File: src/source/stream_consts.svh
`ifndef STREAM_CONSTS_SVH
`define STREAM_CONSTS_SVH

// Input word width.
`define STREAM_IN_W 16

// Output beat width.
`define STREAM_OUT_W 64

// Words gathered into one beat.
`define STREAM_WORDS_PER_BEAT (`STREAM_OUT_W / `STREAM_IN_W)

`endif

File: src/source/stream_pkg.sv
`default_nettype none
`include "stream_consts.svh"

package stream_pkg;

    // One input word with its end of frame flag.
    typedef struct packed {
        logic                    last;
        logic [`STREAM_IN_W-1:0] dat;
    } in_word_t;

    // Per frame result from the checksum unit.
    typedef struct packed {
        logic [31:0] sum;        // Modulo 2^32.
        logic [15:0] word_count;
    } frame_sum_t;

    // Trailer layout with the sum in the top half.
    typedef struct packed {
        logic [31:0] sum;
        logic [15:0] word_count;
        logic [15:0] beat_count; // Data beats in the frame.
    } trailer_t;

    // An output beat is either packed data or a trailer.
    typedef union packed {
        logic [`STREAM_OUT_W-1:0] data; // Word 0 in the low lane.
        trailer_t                 trailer;
    } beat_u;

endpackage

`default_nettype wire

File: src/source/frame_assembler.sv
`timescale 1ns/1ps
`default_nettype none

module frame_assembler (
    input  wire                         CLK,
    input  wire                         RST_N,
    input  wire stream_pkg::beat_u      beat,
    input  wire                         beat_vld,
    input  wire                         beat_last,
    output logic                        beat_rdy,
    input  wire stream_pkg::frame_sum_t sum,
    input  wire                         sum_vld,
    output logic                        sum_rdy,
    output stream_pkg::beat_u           out_beat,
    output logic                        out_vld,
    output logic                        out_last,
    input  wire                         out_rdy
);
    import stream_pkg::*;

    typedef enum logic {
        ST_DATA,
        ST_TRAILER
    } state_t;

    state_t      state_q;
    logic [15:0] beat_cnt_q;
    trailer_t    trl;
    logic        data_fire;
    logic        trl_fire;

    assign trl.sum        = sum.sum;
    assign trl.word_count = sum.word_count;
    assign trl.beat_count = beat_cnt_q;

    // Data passes straight through while the trailer waits on the checksum.
    always_comb begin
        out_beat = beat;
        out_vld  = beat_vld;
        out_last = 1'b0;
        beat_rdy = out_rdy;
        sum_rdy  = 1'b0;
        if (state_q == ST_TRAILER) begin
            out_beat.trailer = trl;
            out_vld          = sum_vld;
            out_last         = 1'b1;
            beat_rdy         = 1'b0; // Next frame holds back.
            sum_rdy          = out_rdy;
        end
    end

    assign data_fire = (state_q == ST_DATA) & beat_vld & out_rdy;
    assign trl_fire  = (state_q == ST_TRAILER) & sum_vld & out_rdy;

    always_ff @(posedge CLK or negedge RST_N) begin
        if (!RST_N) begin
            state_q    <= ST_DATA;
            beat_cnt_q <= '0;
        end else if (data_fire) begin
            beat_cnt_q <= beat_cnt_q + 16'd1;
            if (beat_last) begin
                state_q <= ST_TRAILER;
            end
        end else if (trl_fire) begin
            // Checksum entry pops on this same edge.
            state_q    <= ST_DATA;
            beat_cnt_q <= '0;
        end
    end

endmodule

`default_nettype wire

File: src/source/frame_checksum.sv
`timescale 1ns/1ps
`default_nettype none

module frame_checksum (
    input  wire                       CLK,
    input  wire                       RST_N,
    input  wire stream_pkg::in_word_t word_acc,
    input  wire                       word_acc_vld,
    output stream_pkg::frame_sum_t    sum,
    output logic                      sum_vld,
    input  wire                       sum_rdy
);
    import stream_pkg::*;

    logic [31:0] run_sum_q;
    logic [15:0] run_cnt_q;
    frame_sum_t  next_res;      // Totals including the current word.
    frame_sum_t  res_q [2];     // Entry 0 is the oldest.
    logic [1:0]  fill_q;
    logic [1:0]  wr_pos;
    logic        push;
    logic        pop;

    assign next_res.sum        = run_sum_q + 32'(word_acc.dat);
    assign next_res.word_count = run_cnt_q + 16'd1;

    assign push = word_acc_vld & word_acc.last;
    assign pop  = sum_vld & sum_rdy;

    // Slot for a new result after any pop has shifted the queue.
    assign wr_pos = fill_q - {1'b0, pop};

    always_ff @(posedge CLK or negedge RST_N) begin
        if (!RST_N) begin
            run_sum_q <= '0;
            run_cnt_q <= '0;
        end else if (word_acc_vld) begin
            if (word_acc.last) begin
                run_sum_q <= '0; // Next frame starts clean.
                run_cnt_q <= '0;
            end else begin
                run_sum_q <= next_res.sum;
                run_cnt_q <= next_res.word_count;
            end
        end
    end

    always_ff @(posedge CLK or negedge RST_N) begin
        if (!RST_N) begin
            fill_q <= '0;
        end else begin
            fill_q <= fill_q + {1'b0, push} - {1'b0, pop};
        end
    end

    // Two slots are enough since the packer holds one beat at most.
    always_ff @(posedge CLK) begin
        if (pop) begin
            res_q[0] <= res_q[1];
        end
        if (push) begin
            res_q[wr_pos[0]] <= next_res;
        end
    end

    assign sum     = res_q[0];
    assign sum_vld = (fill_q != 2'd0);

endmodule

`default_nettype wire

File: src/source/stream_framer_top.sv
`timescale 1ns/1ps
`default_nettype none

module stream_framer_top (
    input  wire                       CLK,
    input  wire                       RST_N,
    input  wire stream_pkg::in_word_t in_word,
    input  wire                       in_vld,
    output logic                      in_rdy,
    output stream_pkg::beat_u         out_beat,
    output logic                      out_vld,
    output logic                      out_last,
    input  wire                       out_rdy
);
    import stream_pkg::*;

    in_word_t   word_acc;      // Packer to checksum.
    logic       word_acc_vld;
    beat_u      beat;          // Packer to assembler.
    logic       beat_vld;
    logic       beat_last;
    logic       beat_rdy;
    frame_sum_t sum;           // Checksum to assembler.
    logic       sum_vld;
    logic       sum_rdy;

    word_packer u_packer (
        .CLK          (CLK),
        .RST_N        (RST_N),
        .in_word      (in_word),
        .in_vld       (in_vld),
        .in_rdy       (in_rdy),
        .word_acc     (word_acc),
        .word_acc_vld (word_acc_vld),
        .beat         (beat),
        .beat_vld     (beat_vld),
        .beat_last    (beat_last),
        .beat_rdy     (beat_rdy)
    );

    frame_checksum u_checksum (
        .CLK          (CLK),
        .RST_N        (RST_N),
        .word_acc     (word_acc),
        .word_acc_vld (word_acc_vld),
        .sum          (sum),
        .sum_vld      (sum_vld),
        .sum_rdy      (sum_rdy)
    );

    frame_assembler u_assembler (
        .CLK       (CLK),
        .RST_N     (RST_N),
        .beat      (beat),
        .beat_vld  (beat_vld),
        .beat_last (beat_last),
        .beat_rdy  (beat_rdy),
        .sum       (sum),
        .sum_vld   (sum_vld),
        .sum_rdy   (sum_rdy),
        .out_beat  (out_beat),
        .out_vld   (out_vld),
        .out_last  (out_last),
        .out_rdy   (out_rdy)
    );

endmodule

`default_nettype wire

File: src/source/word_packer.sv
`timescale 1ns/1ps
`default_nettype none
`include "stream_consts.svh"

module word_packer (
    input  wire                       CLK,
    input  wire                       RST_N,
    input  wire stream_pkg::in_word_t in_word,
    input  wire                       in_vld,
    output logic                      in_rdy,
    output stream_pkg::in_word_t      word_acc,
    output logic                      word_acc_vld,
    output stream_pkg::beat_u         beat,
    output logic                      beat_vld,
    output logic                      beat_last,
    input  wire                       beat_rdy
);
    import stream_pkg::*;

    localparam int LANE_W = $clog2(`STREAM_WORDS_PER_BEAT);
    localparam logic [LANE_W-1:0] LAST_LANE = LANE_W'(`STREAM_WORDS_PER_BEAT - 1);

    logic [LANE_W-1:0] lane_q;  // Next lane to fill.
    logic              vld_q;
    logic              last_q;
    beat_u             shift_q;
    beat_u             shift_d;
    logic              in_fire;
    logic              out_fire;
    logic              beat_done;

    // Take a word while empty or while the held beat leaves.
    assign in_rdy    = !vld_q | beat_rdy;
    assign in_fire   = in_vld & in_rdy;
    assign out_fire  = vld_q & beat_rdy;
    assign beat_done = in_fire & (in_word.last | (lane_q == LAST_LANE));

    // A fresh beat starts from zero so short beats come out zero filled.
    always_comb begin
        shift_d = shift_q;
        if (lane_q == '0) begin
            shift_d.data = '0;
        end
        shift_d.data[lane_q * `STREAM_IN_W +: `STREAM_IN_W] = in_word.dat;
    end

    always_ff @(posedge CLK or negedge RST_N) begin
        if (!RST_N) begin
            lane_q <= '0;
            vld_q  <= 1'b0;
            last_q <= 1'b0;
        end else begin
            if (out_fire) begin
                vld_q  <= 1'b0;
                last_q <= 1'b0;
            end
            if (in_fire) begin
                if (beat_done) begin
                    lane_q <= '0;
                    vld_q  <= 1'b1; // Overrides the clear above.
                    last_q <= in_word.last;
                end else begin
                    lane_q <= lane_q + 1'b1;
                end
            end
        end
    end

    always_ff @(posedge CLK) begin
        if (in_fire) begin
            shift_q <= shift_d;
        end
    end

    // Checksum unit sees every accepted word on the same edge.
    assign word_acc     = in_word;
    assign word_acc_vld = in_fire;

    assign beat      = shift_q;
    assign beat_vld  = vld_q;
    assign beat_last = last_q;

endmodule

`default_nettype wire

File: config.mk
export PLATFORM = sky130hd
export DESIGN_NAME = stream_framer_top
export DESIGN_NICKNAME = d
export VERILOG_FILES = /design/src/source/stream_pkg.sv /design/src/source/frame_assembler.sv /design/src/source/frame_checksum.sv /design/src/source/stream_framer_top.sv /design/src/source/word_packer.sv
export VERILOG_INCLUDE_DIRS = /design/src /design/src/source
export SDC_FILE = /design/constraint.sdc
export NUM_CORES = 1
export LEC_CHECK = 0
export ABC_AREA = 1
export BUFFER_PORTS_ARGS = -buffer_cell sky130_fd_sc_hd__clkbuf_2
export CORE_MARGIN = 2
export CORE_UTILIZATION = 55
export DETAILED_ROUTE_END_ITERATION = 8
export PLACE_DENSITY = 0.81
export SYNTH_ARGS = -nofsm -noshare
export SYNTH_HDL_FRONTEND = slang
export SYNTH_SLANG_ARGS = --single-unit
File: constraint.sdc
create_clock -name CLK -period 3.45 [get_ports CLK]
set_input_delay 0.1725 -clock CLK [delete_from_list [all_inputs] [get_ports CLK]]
set_output_delay 0.1725 -clock CLK [all_outputs]
set_load 0.01 [all_outputs]
==> metrics.log <==
[metrics] total number of placement rows: 53
[metrics] worst-case clock skew: 0.00657 ns
[metrics] net count after synthesis: 1411
[metrics] ratio of final minimum period to clock period: 0.831
[metrics] clock network fraction of design power: 0.240
[metrics] CTS tree: done
[metrics] Crit Reg-Reg Startpoint: u_assembler.state_q
[metrics] Inserted Clock Buffers: 24
[metrics] source of the critical timing path: u_assembler.state_q
[metrics] total number of vias: 9578
[metrics] Die ar.: 22500 µm²
[metrics] total power of the final layout: 10.6 mW
[metrics] fraction of final layout cells sized beyond drive strength 1: 0.111
[metrics] count of max-cap constraint violations: 0
[metrics] CORE AREA: 21000 µm²
[metrics] number of antenna violations at the first check in global routing: 0
[metrics] Arrival @ worst endpoint: 3.10 ns
[metrics] number of inserted diodes: 0
[metrics] distinct cell type count of the synthesized netlist: 42
[metrics] Final Slew Violations: 0
[metrics] switching part of the total power: 0.387
[metrics] Critical R2R Capture: u_checksum.res_q[0][3]
[metrics] startpoint kind of the worst setup timing path: register
[metrics] floorplan die width: 150 µm
[metrics] Max Freq: 349 MHz
[metrics] Final HPWL DP: 21800 µm
[metrics] CTS clk-pin slew, worst paths: 0.06 ns
[metrics] final critical path time including I/O delays and setup: 2.87 ns
[metrics] Core Util, Final: 0.631
[metrics] setup slack of the worst register-to-register path: 0.58 ns
[metrics] Reg power frac: 0.400
[metrics] Fin Setup TNS: 0 ns
[metrics] Via-to-Cell Ratio: 5.50
[metrics] Mapped Area: 11700 µm²
[metrics] ys async rst share: 0.307
[metrics] net switching power: 4.12 mW
[metrics] first-pass GRT wire length: 47900 µm
[metrics] total instance count after detailed placement: 1696
[metrics] largest net degree at the start of global routing: 79
[metrics] vias in the first global route: 9351
[metrics] Post-synth EDFFs: 160
[metrics] synthesized instance count: 1363
[metrics] layout net count: 1497
[metrics] worst-case setup slack after placement: 0.607 ns
[metrics] portion of synthesized cell area occupied by the leading cell type: 0.410
[metrics] Largest stage delay, worst path: 0.55 ns
[metrics] starting density of the core: 0.560
[metrics] Clk Latency, worst-skew pair: 0.52 ns
[metrics] root cell of the clock tree: sky130_fd_sc_hd__clkbuf_16
[metrics] detailed-router iteration count before antenna repair: 5
[metrics] final standard cell count with taps included and fillers excluded: 1742
[metrics] dominant cell type by area after synthesis: sky130_fd_sc_hd__edfxtp_1
[metrics] number of top-level pins: 88
[metrics] summed area of non-filler cells in the final layout: 13200 µm²
[metrics] CTS H-tree depth: 1
[metrics] biggest fanout along the worst timing path: 70
[metrics] combined global-route utilization of all metal layers: 0.278
[metrics] tightest hold margin: 0.0647 ns
[metrics] wirelength, routed: 30800 µm
[metrics] crit path to: u_checksum.res_q[0][3]
[metrics] most frequently used flop master after synthesis: sky130_fd_sc_hd__edfxtp_1
[metrics] Final GP Congestion: 0.917
[metrics] setup violators final: 0
[metrics] final routed DRC violation total: 0
[metrics] dpl cell area: 12400 µm²
[metrics] hold path startpoint: in_word[16]
[metrics] number of nets still failing antenna checks after routing: 0
[metrics] Leakage Power: 6.21 nW
[metrics] overflow left after global routing: 0
[metrics] critical-path cell list: o21ai_0, nor2_1, ha_1, ha_1, buf_4, inv_2, buf_4, o21ai_0
[metrics] post-synthesis area per instance: 8.61 µm²
[metrics] DIE HEIGHT: 150 µm
[metrics] max_slew headroom: 0.314
[metrics] Max clock buf depth: 3
[metrics] total count of hold-check failures in the final report: 0
[metrics] wire length per cell after detailed routing: 17.7 µm
[metrics] cell internal pwr: 6.52 mW
[metrics] worst-case setup margin in the final layout: 0.582 ns
[metrics] transition time of the tightest slew-check pin: 1.03 ns
[metrics] kind of critical path: register to register
[metrics] Worst IR Drop VDD: 0.335 mV
[metrics] sequential area share after synthesis: 0.561
[metrics] area added between synthesis and finish: 12.8%
[metrics] IO buf count: 87
[metrics] Initial DRC Count: 887
[metrics] RSZ-0062 raised after global routing: no
[metrics] combinational cell fraction of total power: 0.360
[metrics] Warnings, synthesis: 0
[metrics] ratio of total power to cell area: 804 nW/µm²
[metrics] path depth of the worst reg2reg path: 8
[metrics] CTS sink cnt: 231
[metrics] Post-CTS Resized: 0
[metrics] required time at the endpoint of the critical path: 3.68 ns
[metrics] number of register bits inferred by synthesis: 231
[metrics] status: complete, no violations
[metrics] kind of capture point of the worst setup path: register
[metrics] dominant cells by area after synthesis: sky130_fd_sc_hd__edfxtp_1 41%, sky130_fd_sc_hd__nand2_1 17%, sky130_fd_sc_hd__dfrtp_1 15%
[metrics] class of the tightest hold or removal check: primary input to register
[metrics] slowest stage cell on the critical path: sky130_fd_sc_hd__buf_4
==> layout by cell type, fill, tap and decap left out, types with 11 or more instances in the layout <==
cell and instances:
sky130_fd_sc_hd__and2_1 15, sky130_fd_sc_hd__buf_4 14, sky130_fd_sc_hd__clkbuf_16 25, sky130_fd_sc_hd__clkbuf_2 86, sky130_fd_sc_hd__dfrtp_1 70, sky130_fd_sc_hd__edfxtp_1 160, sky130_fd_sc_hd__ha_1 25, sky130_fd_sc_hd__inv_1 157
sky130_fd_sc_hd__nand2_1 524, sky130_fd_sc_hd__nand3_1 77, sky130_fd_sc_hd__nand4_1 11, sky130_fd_sc_hd__nor2_1 92, sky130_fd_sc_hd__nor3_1 28, sky130_fd_sc_hd__o21ai_0 73, sky130_fd_sc_hd__xor2_1 14
==> synth_stat cells, drive strengths merged (10+ instances only) <==
| cell | instances |
|---|---|
| a21oi | 10 |
| and2 | 16 |
| buf | 13 |
| clkbuf | 30 |
| dfrtp | 71 |
| edfxtp | 160 |
| ha | 26 |
| inv | 161 |
| nand2 | 530 |
| nand3 | 78 |
| nand4 | 11 |
| nor2 | 99 |
| nor3 | 33 |
| o21ai | 76 |
| xor2 | 16 |
==> how the worst min path moves through the flow <==
stage | to | slack, ns | cells after the start
after floorplan | u_assembler.beat_cnt_q[0] | -0.12 | 0
after global placement | u_checksum.run_sum_q[1] | 0.41 | 1
after detailed placement | u_assembler.beat_cnt_q[5] | 0.41 | 1
after CTS | u_packer.beat_vld | 0.05 | 5
after global routing | u_packer.beat[12] | 0.09 | 3
final | u_packer.beat_vld | 0.06 | 5
==> registers in the layout, indices dropped and copies added, names as in the netlist <==
name and flops:
u_checksum.res_q 96, u_packer.beat 64, u_checksum.run_sum_q 32, u_assembler.beat_cnt_q 16
u_checksum.run_cnt_q 16, u_checksum.fill_q 2, u_packer.lane_q 2, u_assembler.state_q 1
u_packer.beat_last 1, u_packer.beat_vld 1
==> layout make-up <==
type                            count  area, µm²
Multi-Input combinational cell    927       4350
Clock buffer                       36        687
Fill cell                        1694       7720
Clock inverter                      8       85.1
Sequential cell                   231       6580
Inverter                          162        611
Timing Repair Buffer              103        576
Tap cell                          275        344
==> cells by family after synthesis <==
group                    Yosys count  synth area share
XOR/XNOR                          25            0.0206
AND/OR/NAND/NOR                  773             0.274
adder cells (fa/ha/maj)           27            0.0294
AO/OA/AOI/OAI                    101            0.0457
multiplexers                       1          0.000853
flip-flops                       231             0.561
buffers and inverters            205            0.0686
==> timing repair <==
action / CTS / global route
hold endpoints to repair: 72 / 0
setup endpoints to repair: 0 / 0
setup buffers: 0 / 0
hold buffers: 2 / 0
==> metal layers <==
metal / vias to the layer above / part of all wire / wire length, µm / GRT usage
li1: 4548 / - / - / -
met4: 0 / 0.038 / 1170 / 0.114
met2: 463 / 0.49 / 15200 / 0.473
met3: 76 / 0.088 / 2720 / 0.0460
met5: - / 0 / 0 / 0
met1: 4491 / 0.38 / 11800 / 0.354
==> critical path, delay by kind of cell, from the launching register on <==
kind	cells	cell delay, ns
adder cells (fa/ha/maj)	2	0.48
flip-flops	1	0.54
AO/OA/AOI/OAI	2	0.41
AND/OR/NAND/NOR	1	0.22
buffers and inverters	3	0.89
==> power by group through the flow <==
| stage | sequential, mW | combinational, mW | clock [mW] |
|---|---|---|---|
| 2_1_floorplan | 4.14 | 2.46 | 0 |
| 5_1_grt | 4.32 | 4.21 | 2.69 |
| 4_1_cts | 4.25 | 3.79 | 2.58 |
| 6_report | 4.26 | 3.83 | 2.56 |
| 3_3_place_gp | 4.27 | 3.65 | 0 |
| 3_5_place_dp | 4.30 | 3.76 | 0 |
No activity file was read; power rests on OpenSTA's default activity.
